**config.mk**
```make
export PLATFORM = sky130hd
export DESIGN_NAME = fetch_unit
export DESIGN_NICKNAME = d
export VERILOG_FILES = /design/src/logic/fetch_pkg.sv /design/src/logic/fetch_redirect.sv /design/src/logic/fetch_request.sv /design/src/logic/fetch_resp_buffer.sv /design/src/logic/fetch_unit.sv
export VERILOG_INCLUDE_DIRS = /design/src /design/src/logic
export SDC_FILE = /design/constraint.sdc
export NUM_CORES = 1
export LEC_CHECK = 0
export BUFFER_PORTS_ARGS = -buffer_cell sky130_fd_sc_hd__buf_2
export CAP_MARGIN = 25
export CORE_AREA = 2 2 103 105
export DETAILED_ROUTE_END_ITERATION = 6
export DIE_AREA = 0 0 105 107
export GPL_TIMING_DRIVEN = 0
export PLACE_DENSITY = 0.87
export REMOVE_ABC_BUFFERS = 1
export SYNTH_ARGS = -nofsm -noshare
export SYNTH_HDL_FRONTEND = slang
export SYNTH_SLANG_ARGS = --single-unit
```
**constraint.sdc**
```tcl
create_clock -name clk -period 6.1 [get_ports clk]
set_clock_uncertainty 0.2 [all_clocks]
set_input_delay 1.525 -clock clk [delete_from_list [all_inputs] [get_ports clk]]
set_output_delay 1.525 -clock clk [all_outputs]
set_load 0.05 [all_outputs]
```
**src/logic/fetch_cfg.svh**
```systemverilog
//////////////////////////////////////////////////////////////////////
// Fetch stage configuration macros
// Address and instruction width, cache status width, reset vector
//////////////////////////////////////////////////////////////////////

`ifndef FETCH_CFG_SVH
`define FETCH_CFG_SVH

// Width of an address and of one instruction word
`define FETCH_XLEN 32

// Width of the status field returned by the instruction cache
`define FETCH_STATUS_W 4

// Address of the very first fetch after reset
`define FETCH_RESET_VECTOR 32'h0000_1000

`endif

```
**src/logic/fetch_pkg.sv**
```systemverilog
//////////////////////////////////////////////////////////////////////
// Fetch stage package
// Cache and decode command encodings, shared packed structs
//////////////////////////////////////////////////////////////////////

`default_nettype none

`include "fetch_cfg.svh"

package fetch_pkg;

    // Commands understood by the instruction cache
    typedef enum logic [3:0] {
        CACHE_CMD_NONE      = 4'd0,
        CACHE_CMD_EXECUTE   = 4'd1,
        CACHE_CMD_FLUSH_ALL = 4'd2
    } cache_cmd_e;

    // Commands that decode sends back to fetch
    typedef enum logic [1:0] {
        D2F_CMD_NONE         = 2'd0,
        D2F_CMD_START_BRANCH = 2'd1,
        D2F_CMD_FLUSH        = 2'd2
    } d2f_cmd_e;

    // Kind of item presented to decode
    typedef enum logic {
        F2D_TYPE_INSTR             = 1'b0,
        F2D_TYPE_INTERRUPT_PENDING = 1'b1
    } f2d_type_e;

    // Request towards the cache, valid whenever cmd is not NONE
    typedef struct packed {
        cache_cmd_e              cmd;
        logic [`FETCH_XLEN-1:0]  address;
    } cache_req_t;

    // One-cycle response from the cache
    typedef struct packed {
        logic                        valid;
        logic [`FETCH_STATUS_W-1:0]  status;
        logic [`FETCH_XLEN-1:0]      read_data;
    } cache_resp_t;

    // Item presented to decode
    typedef struct packed {
        logic                        valid;
        f2d_type_e                   item_type;
        logic [`FETCH_XLEN-1:0]      instr;
        logic [`FETCH_XLEN-1:0]      pc;
        logic [`FETCH_STATUS_W-1:0]  status;
    } f2d_t;

    // Handshake and redirect commands from decode
    typedef struct packed {
        logic                    ready;
        d2f_cmd_e                cmd;
        logic [`FETCH_XLEN-1:0]  branch_target;
    } d2f_t;

    // Effective redirect state handed from the redirect block to the request block
    typedef struct packed {
        logic                    flushing;
        logic                    branching;
        logic [`FETCH_XLEN-1:0]  target;
    } redirect_t;

endpackage

`default_nettype wire

```
**src/logic/fetch_redirect.sv**
```systemverilog
//////////////////////////////////////////////////////////////////////
// Fetch redirect tracking
// Pending branch and flush registers, capture of decode commands
//////////////////////////////////////////////////////////////////////

`default_nettype none

`include "fetch_cfg.svh"

module fetch_redirect import fetch_pkg::*; (
    input  logic       clk,
    input  logic       rst_n,
    input  d2f_t       d2f,
    input  logic       capture_window,
    input  logic       flush_taken,
    input  logic       branch_taken,
    output redirect_t  redirect,
    output logic       branched
);

    // The -ed registers hold commands seen in an earlier cycle
    // The -ing outputs also include the command on d2f right now
    logic                    flushed;
    logic                    branched_nxt;
    logic                    flushed_nxt;
    logic [`FETCH_XLEN-1:0]  target;
    logic [`FETCH_XLEN-1:0]  target_nxt;
    logic                    d2f_branch;
    logic                    d2f_flush;

    // A decode command only counts in a cycle with ready high
    assign d2f_branch = d2f.ready && (d2f.cmd == D2F_CMD_START_BRANCH);
    assign d2f_flush  = d2f.ready && (d2f.cmd == D2F_CMD_FLUSH);

    // A live command takes effect this cycle without waiting for the registers
    assign redirect.flushing  = flushed || d2f_flush;
    assign redirect.branching = branched || d2f_branch;
    assign redirect.target    = (d2f_branch || d2f_flush) ? d2f.branch_target : target;

    //////////////////////////////////////////////////////////////////////
    // Next state
    //////////////////////////////////////////////////////////////////////

    always_comb begin
        branched_nxt = branched;
        flushed_nxt  = flushed;
        target_nxt   = target;

        // Commands are kept while the stage cannot act on them at once
        if (capture_window && (d2f_branch || d2f_flush)) begin
            branched_nxt = 1'b1;
            target_nxt   = d2f.branch_target;
            flushed_nxt  = d2f_flush;
        end

        // A flush restarts fetching, so once it is sent the branch to its target stays pending
        if (flush_taken) begin
            flushed_nxt  = 1'b0;
            branched_nxt = 1'b1;
        end

        // The branch went out with an accepted request
        if (branch_taken) begin
            branched_nxt = 1'b0;
        end
    end

    // Reset pretends a branch to the reset vector was received
    always_ff @(posedge clk) begin
        if (!rst_n) begin
            branched <= 1'b1;
            flushed  <= 1'b0;
            target   <= `FETCH_RESET_VECTOR;
        end else begin
            branched <= branched_nxt;
            flushed  <= flushed_nxt;
            target   <= target_nxt;
        end
    end

endmodule

`default_nettype wire

```
**src/logic/fetch_request.sv**
```systemverilog
//////////////////////////////////////////////////////////////////////
// Fetch request generation
// PC register, accepted command, next cache command and address
//////////////////////////////////////////////////////////////////////

`default_nettype none

`include "fetch_cfg.svh"

module fetch_request import fetch_pkg::*; (
    input  logic                    clk,
    input  logic                    rst_n,
    input  logic                    issue_slot,
    input  logic                    interrupt_pending,
    input  redirect_t               redirect,
    input  logic                    req_ready,
    output cache_req_t              req,
    output logic [`FETCH_XLEN-1:0]  pc,
    output logic                    req_accepted,
    output logic                    req_is_flush,
    output logic                    flush_taken,
    output logic                    branch_taken
);

    // Command of the request most recently accepted by the cache
    cache_cmd_e              last_cmd;
    logic [`FETCH_XLEN-1:0]  pc_plus_4;

    assign pc_plus_4 = pc + `FETCH_XLEN'd4;

    //////////////////////////////////////////////////////////////////////
    // Command selection
    //////////////////////////////////////////////////////////////////////

    always_comb begin
        req.cmd     = CACHE_CMD_NONE;
        req.address = pc;

        // A pending interrupt stops new fetches until decode redirects
        if (issue_slot && !interrupt_pending) begin
            if (redirect.flushing) begin
                // Flush first; the restart branch follows on the next request
                req.cmd = CACHE_CMD_FLUSH_ALL;
            end else if (redirect.branching) begin
                req.cmd     = CACHE_CMD_EXECUTE;
                req.address = redirect.target;
            end else begin
                req.cmd     = CACHE_CMD_EXECUTE;
                req.address = pc_plus_4;
            end
        end
    end

    // The request may change freely until the cache takes it
    assign req_accepted = (req.cmd != CACHE_CMD_NONE) && req_ready;

    // Report which redirect left with the accepted request
    assign flush_taken  = req_accepted && redirect.flushing;
    assign branch_taken = req_accepted && !redirect.flushing && redirect.branching;

    // Tells the buffer that the response in flight belongs to a flush
    assign req_is_flush = (last_cmd == CACHE_CMD_FLUSH_ALL);

    //////////////////////////////////////////////////////////////////////
    // Registers
    //////////////////////////////////////////////////////////////////////

    always_ff @(posedge clk) begin
        if (!rst_n) begin
            last_cmd <= CACHE_CMD_NONE;
        end else if (req_accepted) begin
            last_cmd <= req.cmd;
        end
    end

    // PC follows the accepted address, a flush keeps it where it was
    always_ff @(posedge clk) begin
        if (req_accepted) begin
            pc <= req.address;
        end
    end

endmodule

`default_nettype wire

```
**src/logic/fetch_resp_buffer.sv**
```systemverilog
//////////////////////////////////////////////////////////////////////
// Fetch response buffer
// Outstanding request tracking, stalled response holding register,
// item presented to decode and the issue slot
//////////////////////////////////////////////////////////////////////

`default_nettype none

`include "fetch_cfg.svh"

module fetch_resp_buffer import fetch_pkg::*; (
    input  logic                    clk,
    input  logic                    rst_n,
    input  cache_resp_t             resp,
    input  logic                    req_accepted,
    input  logic                    req_is_flush,
    input  logic [`FETCH_XLEN-1:0]  pc,
    input  logic                    interrupt_pending,
    input  logic                    branched,
    input  logic                    d2f_ready,
    output f2d_t                    f2d,
    output logic                    issue_slot,
    output logic                    capture_window
);

    // Low during reset so that nothing is issued or shown until it is released
    logic                        active;
    // A request sits in the cache pipeline
    logic                        outstanding;
    // Holding register for a response that decode did not take
    logic                        saved_valid;
    logic [`FETCH_XLEN-1:0]      saved_instr;
    logic [`FETCH_STATUS_W-1:0]  saved_status;
    logic                        resp_done;
    logic                        live_item;
    logic                        idle;

    // The cache answers the outstanding request, flushes produce no item
    assign resp_done = resp.valid && outstanding;
    assign live_item = resp_done && !req_is_flush;
    assign idle      = active && !outstanding && !saved_valid;

    //////////////////////////////////////////////////////////////////////
    // Output to decode
    //////////////////////////////////////////////////////////////////////

    always_comb begin
        f2d.valid     = 1'b0;
        f2d.item_type = F2D_TYPE_INSTR;
        f2d.instr     = resp.read_data;
        f2d.pc        = pc;
        f2d.status    = resp.status;

        if (saved_valid) begin
            // Replay the held copy until decode takes it
            f2d.valid  = !branched;
            f2d.instr  = saved_instr;
            f2d.status = saved_status;
        end else if (live_item) begin
            // A branch seen while the fetch was in flight hides its result
            f2d.valid = !branched;
        end else if (idle && interrupt_pending) begin
            // Nothing in flight, so decode can be told about the interrupt
            f2d.valid     = 1'b1;
            f2d.item_type = F2D_TYPE_INTERRUPT_PENDING;
        end
    end

    //////////////////////////////////////////////////////////////////////
    // Issue slot and capture window
    //////////////////////////////////////////////////////////////////////

    always_comb begin
        if (saved_valid) begin
            issue_slot = d2f_ready;
        end else if (resp_done) begin
            // Hidden responses free the slot without waiting for decode
            issue_slot = (live_item && !branched) ? d2f_ready : 1'b1;
        end else begin
            issue_slot = idle;
        end
    end

    // Decode commands are registered whenever they cannot be dropped
    assign capture_window = outstanding || issue_slot;

    //////////////////////////////////////////////////////////////////////
    // Control registers
    //////////////////////////////////////////////////////////////////////

    always_ff @(posedge clk) begin
        if (!rst_n) begin
            active      <= 1'b0;
            outstanding <= 1'b0;
            saved_valid <= 1'b0;
        end else begin
            active <= 1'b1;

            // A new acceptance wins since only one request is in flight
            if (req_accepted) begin
                outstanding <= 1'b1;
            end else if (resp.valid) begin
                outstanding <= 1'b0;
            end

            if (saved_valid && d2f_ready) begin
                saved_valid <= 1'b0;
            end else if (live_item && !branched && !d2f_ready) begin
                saved_valid <= 1'b1;
            end
        end
    end

    // The held response payload
    always_ff @(posedge clk) begin
        if (live_item) begin
            saved_instr  <= resp.read_data;
            saved_status <= resp.status;
        end
    end

endmodule

`default_nettype wire

```
**src/logic/fetch_unit.sv**
```systemverilog
//////////////////////////////////////////////////////////////////////
// Instruction fetch stage top level
// Connects redirect, response buffer and request blocks
//////////////////////////////////////////////////////////////////////

`default_nettype none

`include "fetch_cfg.svh"

module fetch_unit import fetch_pkg::*; (
    input  logic         clk,
    input  logic         rst_n,
    output cache_req_t   req,
    input  logic         req_ready,
    input  cache_resp_t  resp,
    input  logic         interrupt_pending,
    output f2d_t         f2d,
    input  d2f_t         d2f
);

    // Handshakes between the three blocks
    redirect_t               redirect;
    logic                    branched;
    logic                    capture_window;
    logic                    issue_slot;
    logic [`FETCH_XLEN-1:0]  pc;
    logic                    req_accepted;
    logic                    req_is_flush;
    logic                    flush_taken;
    logic                    branch_taken;

    // Pending branch and flush state
    fetch_redirect i_redirect (
        .clk            (clk),
        .rst_n          (rst_n),
        .d2f            (d2f),
        .capture_window (capture_window),
        .flush_taken    (flush_taken),
        .branch_taken   (branch_taken),
        .redirect       (redirect),
        .branched       (branched)
    );

    // Response handling and output to decode
    fetch_resp_buffer i_resp_buffer (
        .clk               (clk),
        .rst_n             (rst_n),
        .resp              (resp),
        .req_accepted      (req_accepted),
        .req_is_flush      (req_is_flush),
        .pc                (pc),
        .interrupt_pending (interrupt_pending),
        .branched          (branched),
        .d2f_ready         (d2f.ready),
        .f2d               (f2d),
        .issue_slot        (issue_slot),
        .capture_window    (capture_window)
    );

    // Cache command generation and PC
    fetch_request i_request (
        .clk               (clk),
        .rst_n             (rst_n),
        .issue_slot        (issue_slot),
        .interrupt_pending (interrupt_pending),
        .redirect          (redirect),
        .req_ready         (req_ready),
        .req               (req),
        .pc                (pc),
        .req_accepted      (req_accepted),
        .req_is_flush      (req_is_flush),
        .flush_taken       (flush_taken),
        .branch_taken      (branch_taken)
    );

endmodule

`default_nettype wire

```
; Word level (Yosys, flattened, before mapping)
; Cells that the tools add are included.
[totals]
out_inout_bits = 106
input_bits = 76
register_bits = 109
word_cells = 68
[op_classes]
bitwise_logic = 1
eq_ne = 3
n_addsub = 1
mux = 21
n_reduce_logical = 32
[ops]
columns = op, n
row1 = $mux 32, 4
row2 = $mux 36, 1
row3 = $add 32x3->32 const B, 1
row4 = $logic_and 1x1->1, 16
row5 = $mux 1, 13
row6 = $logic_not 1->1, 7
row7 = $eq 4x2->1 const B, 1
row8 = $logic_or 1x1->1, 4
row9 = $mux 2, 2
row10 = $mux 4, 1
row11 = $reduce_bool 4->1, 1
row12 = $reduce_or 2->1, 2
row13 = $reduce_bool 3->1, 1
row14 = $eq 2x1->1 const B, 1
row15 = $eq 2x2->1 const B, 1
row16 = $reduce_bool 2->1, 1
row17 = $not 1->1, 1

; Longest topological paths before layout
; Gate-level depths: netlist of the first run.
[logic_depth]
word_depth = 14
mapped_depth = 8
ltp_nobuf = 6

; Cells and area by module
; A second synthesis of the first run with hierarchy kept.
[hier_totals]
cells_unflattened = 577
area_unflattened_um2 = 6185.9
[by_module_without_submodules]
columns = module, cells_each, area_per_inst_um2, instances, seq_area_each_um2
row1 = fetch_request, 259, 2301.0, 1, 1001.0
row2 = fetch_resp_buffer, 127, 1963.1, 1, 1141.1
row3 = fetch_redirect, 191, 1921.8, 1, 680.7

; Worst setup path after synthesis of the first run
; OpenSTA, ideal clock, no wires.
[synth_path]
path_type = input-to-output
from = input resp[36] in the netlist's numbering
to = output f2d[69] in the netlist's numbering
t_required_ns = 4.375
slack_ns = 0.329
arrival_ns = 4.046
path_buffers = 0
cell_stages = 4
cell_sequence = nand2_1 -> nor2_1 -> nor2_1 -> o21bai_1
[synth_lines]
columns = element, line_no
row1 = start: declaration, fetch_unit.sv:15  ; input cache_resp_t resp,
row2 = end: declaration, fetch_unit.sv:17  ; output f2d_t f2d,

==> metrics.txt, run 1 <==
status=completed; Antenna Cells=0; Synth Area in Compound Gates=0.177; antenna violations before repair=0; Synth Area in XOR/XNOR=0.00299; RSZ-0062 raised after global routing=no; number of synthesized flops with an enable pin=a little under 70; area delta synth->final=22.9%; Clock Path Buffers=2; area of the core=about 0.010 mm^2; CTS tree=done; cells after synthesis=537; CTS clk-pin slew, worst paths=around 0.11 ns; Ports=between 150 and 200; Die Wd=~110 um; first-pass GRT wire length=approximately 23 mm; Cell Area, Placed=0.00644 mm^2; Synth Cell Area=roughly 0.0054 mm^2; data arrival time of the worst path=about 3.8 ns; Syn Area/Cell=10.1 um^2; CTS Buf Count=9; Routed WL=about 15 mm; Layout fillers=818; CP endpoint kind=primary output; clk_lat worst skew=about 0.38 ns; DP HPWL=roughly 11 mm; vias per cell=around 6; Die H=between 100 and 150 um; Seq/Total Area, Yosys=0.519; I/O Buffers=between 150 and 200; Max IR drop VDD=between 100 and 150 uV; root buffer cell=clkbuf_8; layout cells sized above 1=0.366; ranking of synthesized cells by area=edfxtp_1, dfxtp_1, mux2_2, nand2_1, a21oi_1; min Tclk post-route=approximately 5.6 ns; main combinational cell family by area after synthesis=compound AO/OA/AOI/OAI gates; crit-path max FO=48; first drt pass iteration count=5; via count of the first global-routing pass=4631; simple-gate share of the synthesized area=0.158; dpl ws=-0.0354 ns; Crit Path Class=in -> out; ys async rst share=0; WHS=roughly 0.25 ns; CTS Sinks=about 110; post-layout util=0.662; setup TNS=0 ns; Cell variety after synth=48; multi-input logic area=~0.0024 mm^2; Max Freq=~0.18 GHz; hold crit path type=reg -> reg; most frequent cells in the layout=buf_2, nand2_1, edfxtp_1, a21oi_1, mux2_2; hold violation count in the final report=0; H-tree depth=3; Max transition margin=0.301; DR DRC count=0; row count=37; Final Max Slew Viols=0; Total GRT Usage=0.259; area share of the largest cell type after synthesis=0.376; final period utilization=0.912; post-synthesis register bit count=between 100 and 150; Synth Flop Type=edfxtp_1; post-route ant nets=0; GP Congestion=around 0.91; Worst-Margin Slew=1.04 ns; cell taking the most area after synthesis=edfxtp_1; crit path launch type=input port; PD cells=around 250 mW/mm^2; die area=0.0112 mm^2; initial drt markers=approximately 440; largest net degree at the start of global routing=51; fin worst setup slack=about 0.54 ns; vias post-DR=approximately 5000; fin nets=a little under 800; Setup-failing EPs final=0; commonest non-fill, non-tap cell in the layout=buf_2; postcts setup bufs=0; adder-cell area share of the yosys netlist=0.00230; FF+latch area=~0.0028 mm^2; WL/cell=17.8 um; Pleak=between 2 and 3 nW; proportion of synthesized area in mux cells=0.0999; Worst Path Required=4.38 ns; Starting Density=0.539; number of maximum-capacitance violations=0; post-route cell area=~0.0067 mm^2; total gr overflow=0; synth warn=0
## stage by stage
| stage | instances | power (mW) |
|---|---|---|
| floorplan | 502 | 1.12 |
| global placement | 817 | 1.22 |
| detailed placement | 821 | 1.24 |
| CTS | 837 | 1.66 |
| global route | 839 | 1.71 |
| finish | 839 | 1.65 |
## final timing paths
| check | from | to | slack [ns] | depth (start not counted) |
|---|---|---|---|---|
| setup / recovery | d2f[34] | req[11] | 0.54 | 8 |
| hold / removal | i_request.last_cmd[1]$_SDFFE_PN0N_ | i_request.last_cmd[1]$_SDFFE_PN0N_ | 0.25 | 2 |
| setup reg to reg | i_resp_buffer.saved_valid$_SDFFE_PP0P_ | i_request.pc[27]$_DFFE_PN_ | 3.06 | 7 |
| hold reg to reg | i_request.last_cmd[1]$_SDFFE_PN0N_ | i_request.last_cmd[1]$_SDFFE_PN0N_ | 0.25 | 2 |
## metal layers
layer	wire length, um	global-route usage	vias to the layer above
met1	5940	0.337	2368
met4	393	0.107	0
li1	-	-	2327
met5	0	0	-
met2	7440	0.431	270
met3	1160	0.0438	39
## cell type report
| class | instances | area share |
|---|---|---|
| clock buffers | 9 | 0.0185 |
| multi-input cells | 387 | 0.362 |
| inverters | 8 | 0.00506 |
| flip-flops and latches | 107 | 0.423 |
| clock inverters | 7 | 0.0105 |
| repair buffers | 185 | 0.156 |
| well taps | 136 | 0.0255 |
## power breakdown
| group | internal, mW | switching, mW |
|---|---|---|
| Combinational | 0.121 | 0.293 |
| Clock | 0.160 | 0.265 |
| Sequential | 0.799 | 0.0178 |
| Total | 1.08 | 0.575 |
## cell usage after synthesis (11+ instances only)
| master | n |
|---|---|
| dfxtp_1 | 39 |
| nor2_1 | 18 |
| nand2_1 | 105 |
| o22a_1 | 19 |
| a21oi_1 | 63 |
| buf_2 | 12 |
| mux2_2 | 42 |
| a31oi_1 | 11 |
| nand3_1 | 17 |
| and3_1 | 21 |
| clkbuf_1 | 17 |
| edfxtp_1 | 68 |
## sequential cells by signal, summed over array words and instances (netlist names)
signal	cells
i_resp_buffer.outstanding	1
i_resp_buffer.saved_instr	32
i_redirect.flushed	1
i_redirect.target	32
i_request.pc	32
i_redirect.branched	1
i_request.last_cmd	2
i_resp_buffer.active	1
i_resp_buffer.saved_status	4
i_resp_buffer.saved_valid	1
## cell families (layout without fill, tap and decap cells)
family	Yosys count	after routing
compound gates	146	146
xor+xnor	1	1
fa+ha+maj	1	1
buf+inv	44	209
flops	107	107
mux	49	49
other cells	1	2
simple gates	188	188
## worst max-delay path: stages
cell	delay, ns
buf_2	0.19
or2_2	0.29
o32a_1	0.35
nand3_2	0.15
buf_12	0.23
clkinvlp_4	0.37
a21oi_1	0.36
buf_2	0.32
## what timing repair did
item | 4_1_cts | 5_1_grt
gates resized for setup | 1 | 0
endpoints found under the setup margin | 4 | 0
hold buffers | 0 | 0
Note: power is estimated with default switching activity, not from simulation.
==> run 2: changes to the inputs <==
--- a/config.mk
+++ b/config.mk
@@ -8,11 +8,12 @@
 export LEC_CHECK = 0
 export BUFFER_PORTS_ARGS = -buffer_cell sky130_fd_sc_hd__buf_2
 export CAP_MARGIN = 25
-export CORE_AREA = 2 2 103 105
+export CORE_AREA = 2 2 102 104
+export CTS_BUF_LIST = sky130_fd_sc_hd__clkbuf_8
 export DETAILED_ROUTE_END_ITERATION = 6
-export DIE_AREA = 0 0 105 107
+export DIE_AREA = 0 0 104 106
 export GPL_TIMING_DRIVEN = 0
-export PLACE_DENSITY = 0.87
+export PLACE_DENSITY = 0.88
 export REMOVE_ABC_BUFFERS = 1
 export SYNTH_ARGS = -nofsm -noshare
 export SYNTH_HDL_FRONTEND = slang
==> metrics.txt, run 2 (same netlist as run 1, synthesis figures left out) <==
commonest non-fill, non-tap cell in the layout=buf_2; RSZ-0062 raised after global routing=no; largest net degree at the start of global routing=51 (unchanged); hold depth=2 (unchanged); number of maximum-capacitance violations=0 (unchanged); GR met3 Demand/Resource=0.0423 (-0.00146); Cell Area, Placed=0.00646 mm^2 (+0.31%); area of the core=0.0100 mm^2 (-0.92%); via count of the first global-routing pass=4716 (+1.8%); Max transition margin=0.336 (+0.0348); hold_buf cts=0 (unchanged); clk_lat worst skew=0.37 ns (about the same); Crit Path Class=in -> out; CTS clk-pin slew, worst paths=0.09 ns (-0.02 ns); Max Freq=0.184 GHz (+2.1%); row count=37 (unchanged); Ports=182 (unchanged); area delta synth->final=22.9% (about the same); hold crit path type=reg -> reg; most frequent cells in the layout=buf_2, nand2_1, edfxtp_1, a21oi_1, mux2_2; Reg2Reg Depth=6 (-1); Clock Path Buffers=2 (unchanged); met2 GRT Util=0.453 (+0.0226); crit path launch type=input port; vias per cell=6.00 (+0.62%); fin worst setup slack=0.652 ns (+0.116 ns); GR peak layer=met2; die area=0.0110 mm^2 (-1.9%); Max IR drop VDD=169 uV (+14%); Worst-Margin Slew=0.996 ns (-0.0436 ns); CTS Buf Count=9 (unchanged); CTS tree=done; Setup-failing EPs final=0 (unchanged); CTS Sinks=107 (unchanged); postcts setup bufs=0 (unchanged); Die H=106 um (-0.93%); Final Max Slew Viols=0 (unchanged); Starting Density=0.544 (+0.00499); hold violation count in the final report=0 (unchanged); status=completed; CP endpoint kind=primary output; Die Wd=104 um (-0.95%); vias post-DR=5041 (+0.74%); Routed WL=15.1 mm (+1.0%); data arrival time of the worst path=3.72 ns (-0.12 ns); antenna violations before repair=0 (unchanged); Pwr Total=1.66 mW (+0.35%); dpl ws=0.721 ns (+0.757 ns); post-layout util=0.668 (+0.00626); Pleak=2.67 nW (+0.78%); post-route cell area=0.00668 mm^2 (about the same); met1 global-route usage=0.325 (-0.0117); DR DRC count=0 (unchanged); Post-CTS Resized=0 (-1); root buffer cell=clkbuf_8; Worst Path Required=4.38 ns (about the same); DP HPWL=10.7 mm (+0.72%); layout cells sized above 1=0.365 (-0.000519); crit-path max FO=46 (-4.2%); PD cells=248 mW/mm^2 (+0.33%); first drt pass iteration count=6 (+1); first-pass GRT wire length=23.1 mm (-0.18%); Total GRT Usage=0.261 (+0.00197); GP Congestion=0.869 (-5.0%); min Tclk post-route=5.45 ns (-0.116 ns); Largest regs=i_redirect.target: 32 flops, i_request.pc: 32 flops, i_resp_buffer.saved_instr: 32 flops; H-tree depth=3 (unchanged); fin nets=776 (+0.13%); post-route ant nets=0 (unchanged); initial drt markers=433 (-2.5%); WL/cell=18.0 um (+0.88%); final period utilization=0.893 (-0.0191); total gr overflow=0 (unchanged); Antenna Cells=0 (unchanged); WHS=0.253 ns (+0.00158 ns); I/O Buffers=179 (unchanged)
run 2: changes by cell type in the layout (fill, tap and decap cells not counted), sizes merged:
cell,previous run,this run
clkbuf,9,10
clkinv,2,5
bufinv,0,1
clkinvlp,2,0
inv,11,9
run 2: final timing paths:
path / start / endpoint / slack, ns
min: i_request.last_cmd[1]$_SDFFE_PN0N_ / i_request.last_cmd[1]$_SDFFE_PN0N_ / 0.25
max: d2f[34] / req[23] / 0.65
max reg2reg: i_resp_buffer.saved_valid$_SDFFE_PP0P_ / i_request.pc[3]$_DFFE_PN_ / 2.94
min reg2reg: i_request.last_cmd[1]$_SDFFE_PN0N_ / i_request.last_cmd[1]$_SDFFE_PN0N_ / 0.25
run 2: power breakdown:
group          internal (mW)  switching (mW)
Clock                  0.189           0.241
Sequential             0.798          0.0182
Combinational          0.121           0.293
Total                   1.11           0.552
run 2: routing by layer:
| layer | wire length, um | vias up | part of all wire |
|---|---|---|---|
| li1 | - | 2319 | - |
| met1 | 5890 | 2409 | 0.39 |
| met2 | 7640 | 282 | 0.51 |
| met3 | 1160 | 31 | 0.077 |
| met4 | 390 | 0 | 0.026 |
| met5 | 0 | - | 0 |
run 2: layout make-up:
class | instances | area [um^2]
multi-input combinational | 387 | 2420
timing repair buffer | 186 | 1050
tap | 136 | 170
clock buffer | 9 | 124
sequential | 107 | 2820
inverter | 8 | 30.0
fill | 791 | 3320
clock inverter | 7 | 67.6
run 2: stage by stage:
| step | std cells | setup TNS [ns] |
|---|---|---|
| floorplan | 502 | -2.98 |
| global placement | 817 | -8.74 |
| detailed placement | 822 | 0 |
| CTS | 838 | 0 |
| global route | 840 | 0 |
| finish | 840 | 0 |
run 2: worst max-delay path, cell delays in order:
cell	delay (ns)
buf_2	0.20
nand2_1	0.16
o21ba_2	0.80
and3_1	0.43
a32oi_1	0.14
o22a_1	0.24
buf_2	0.22
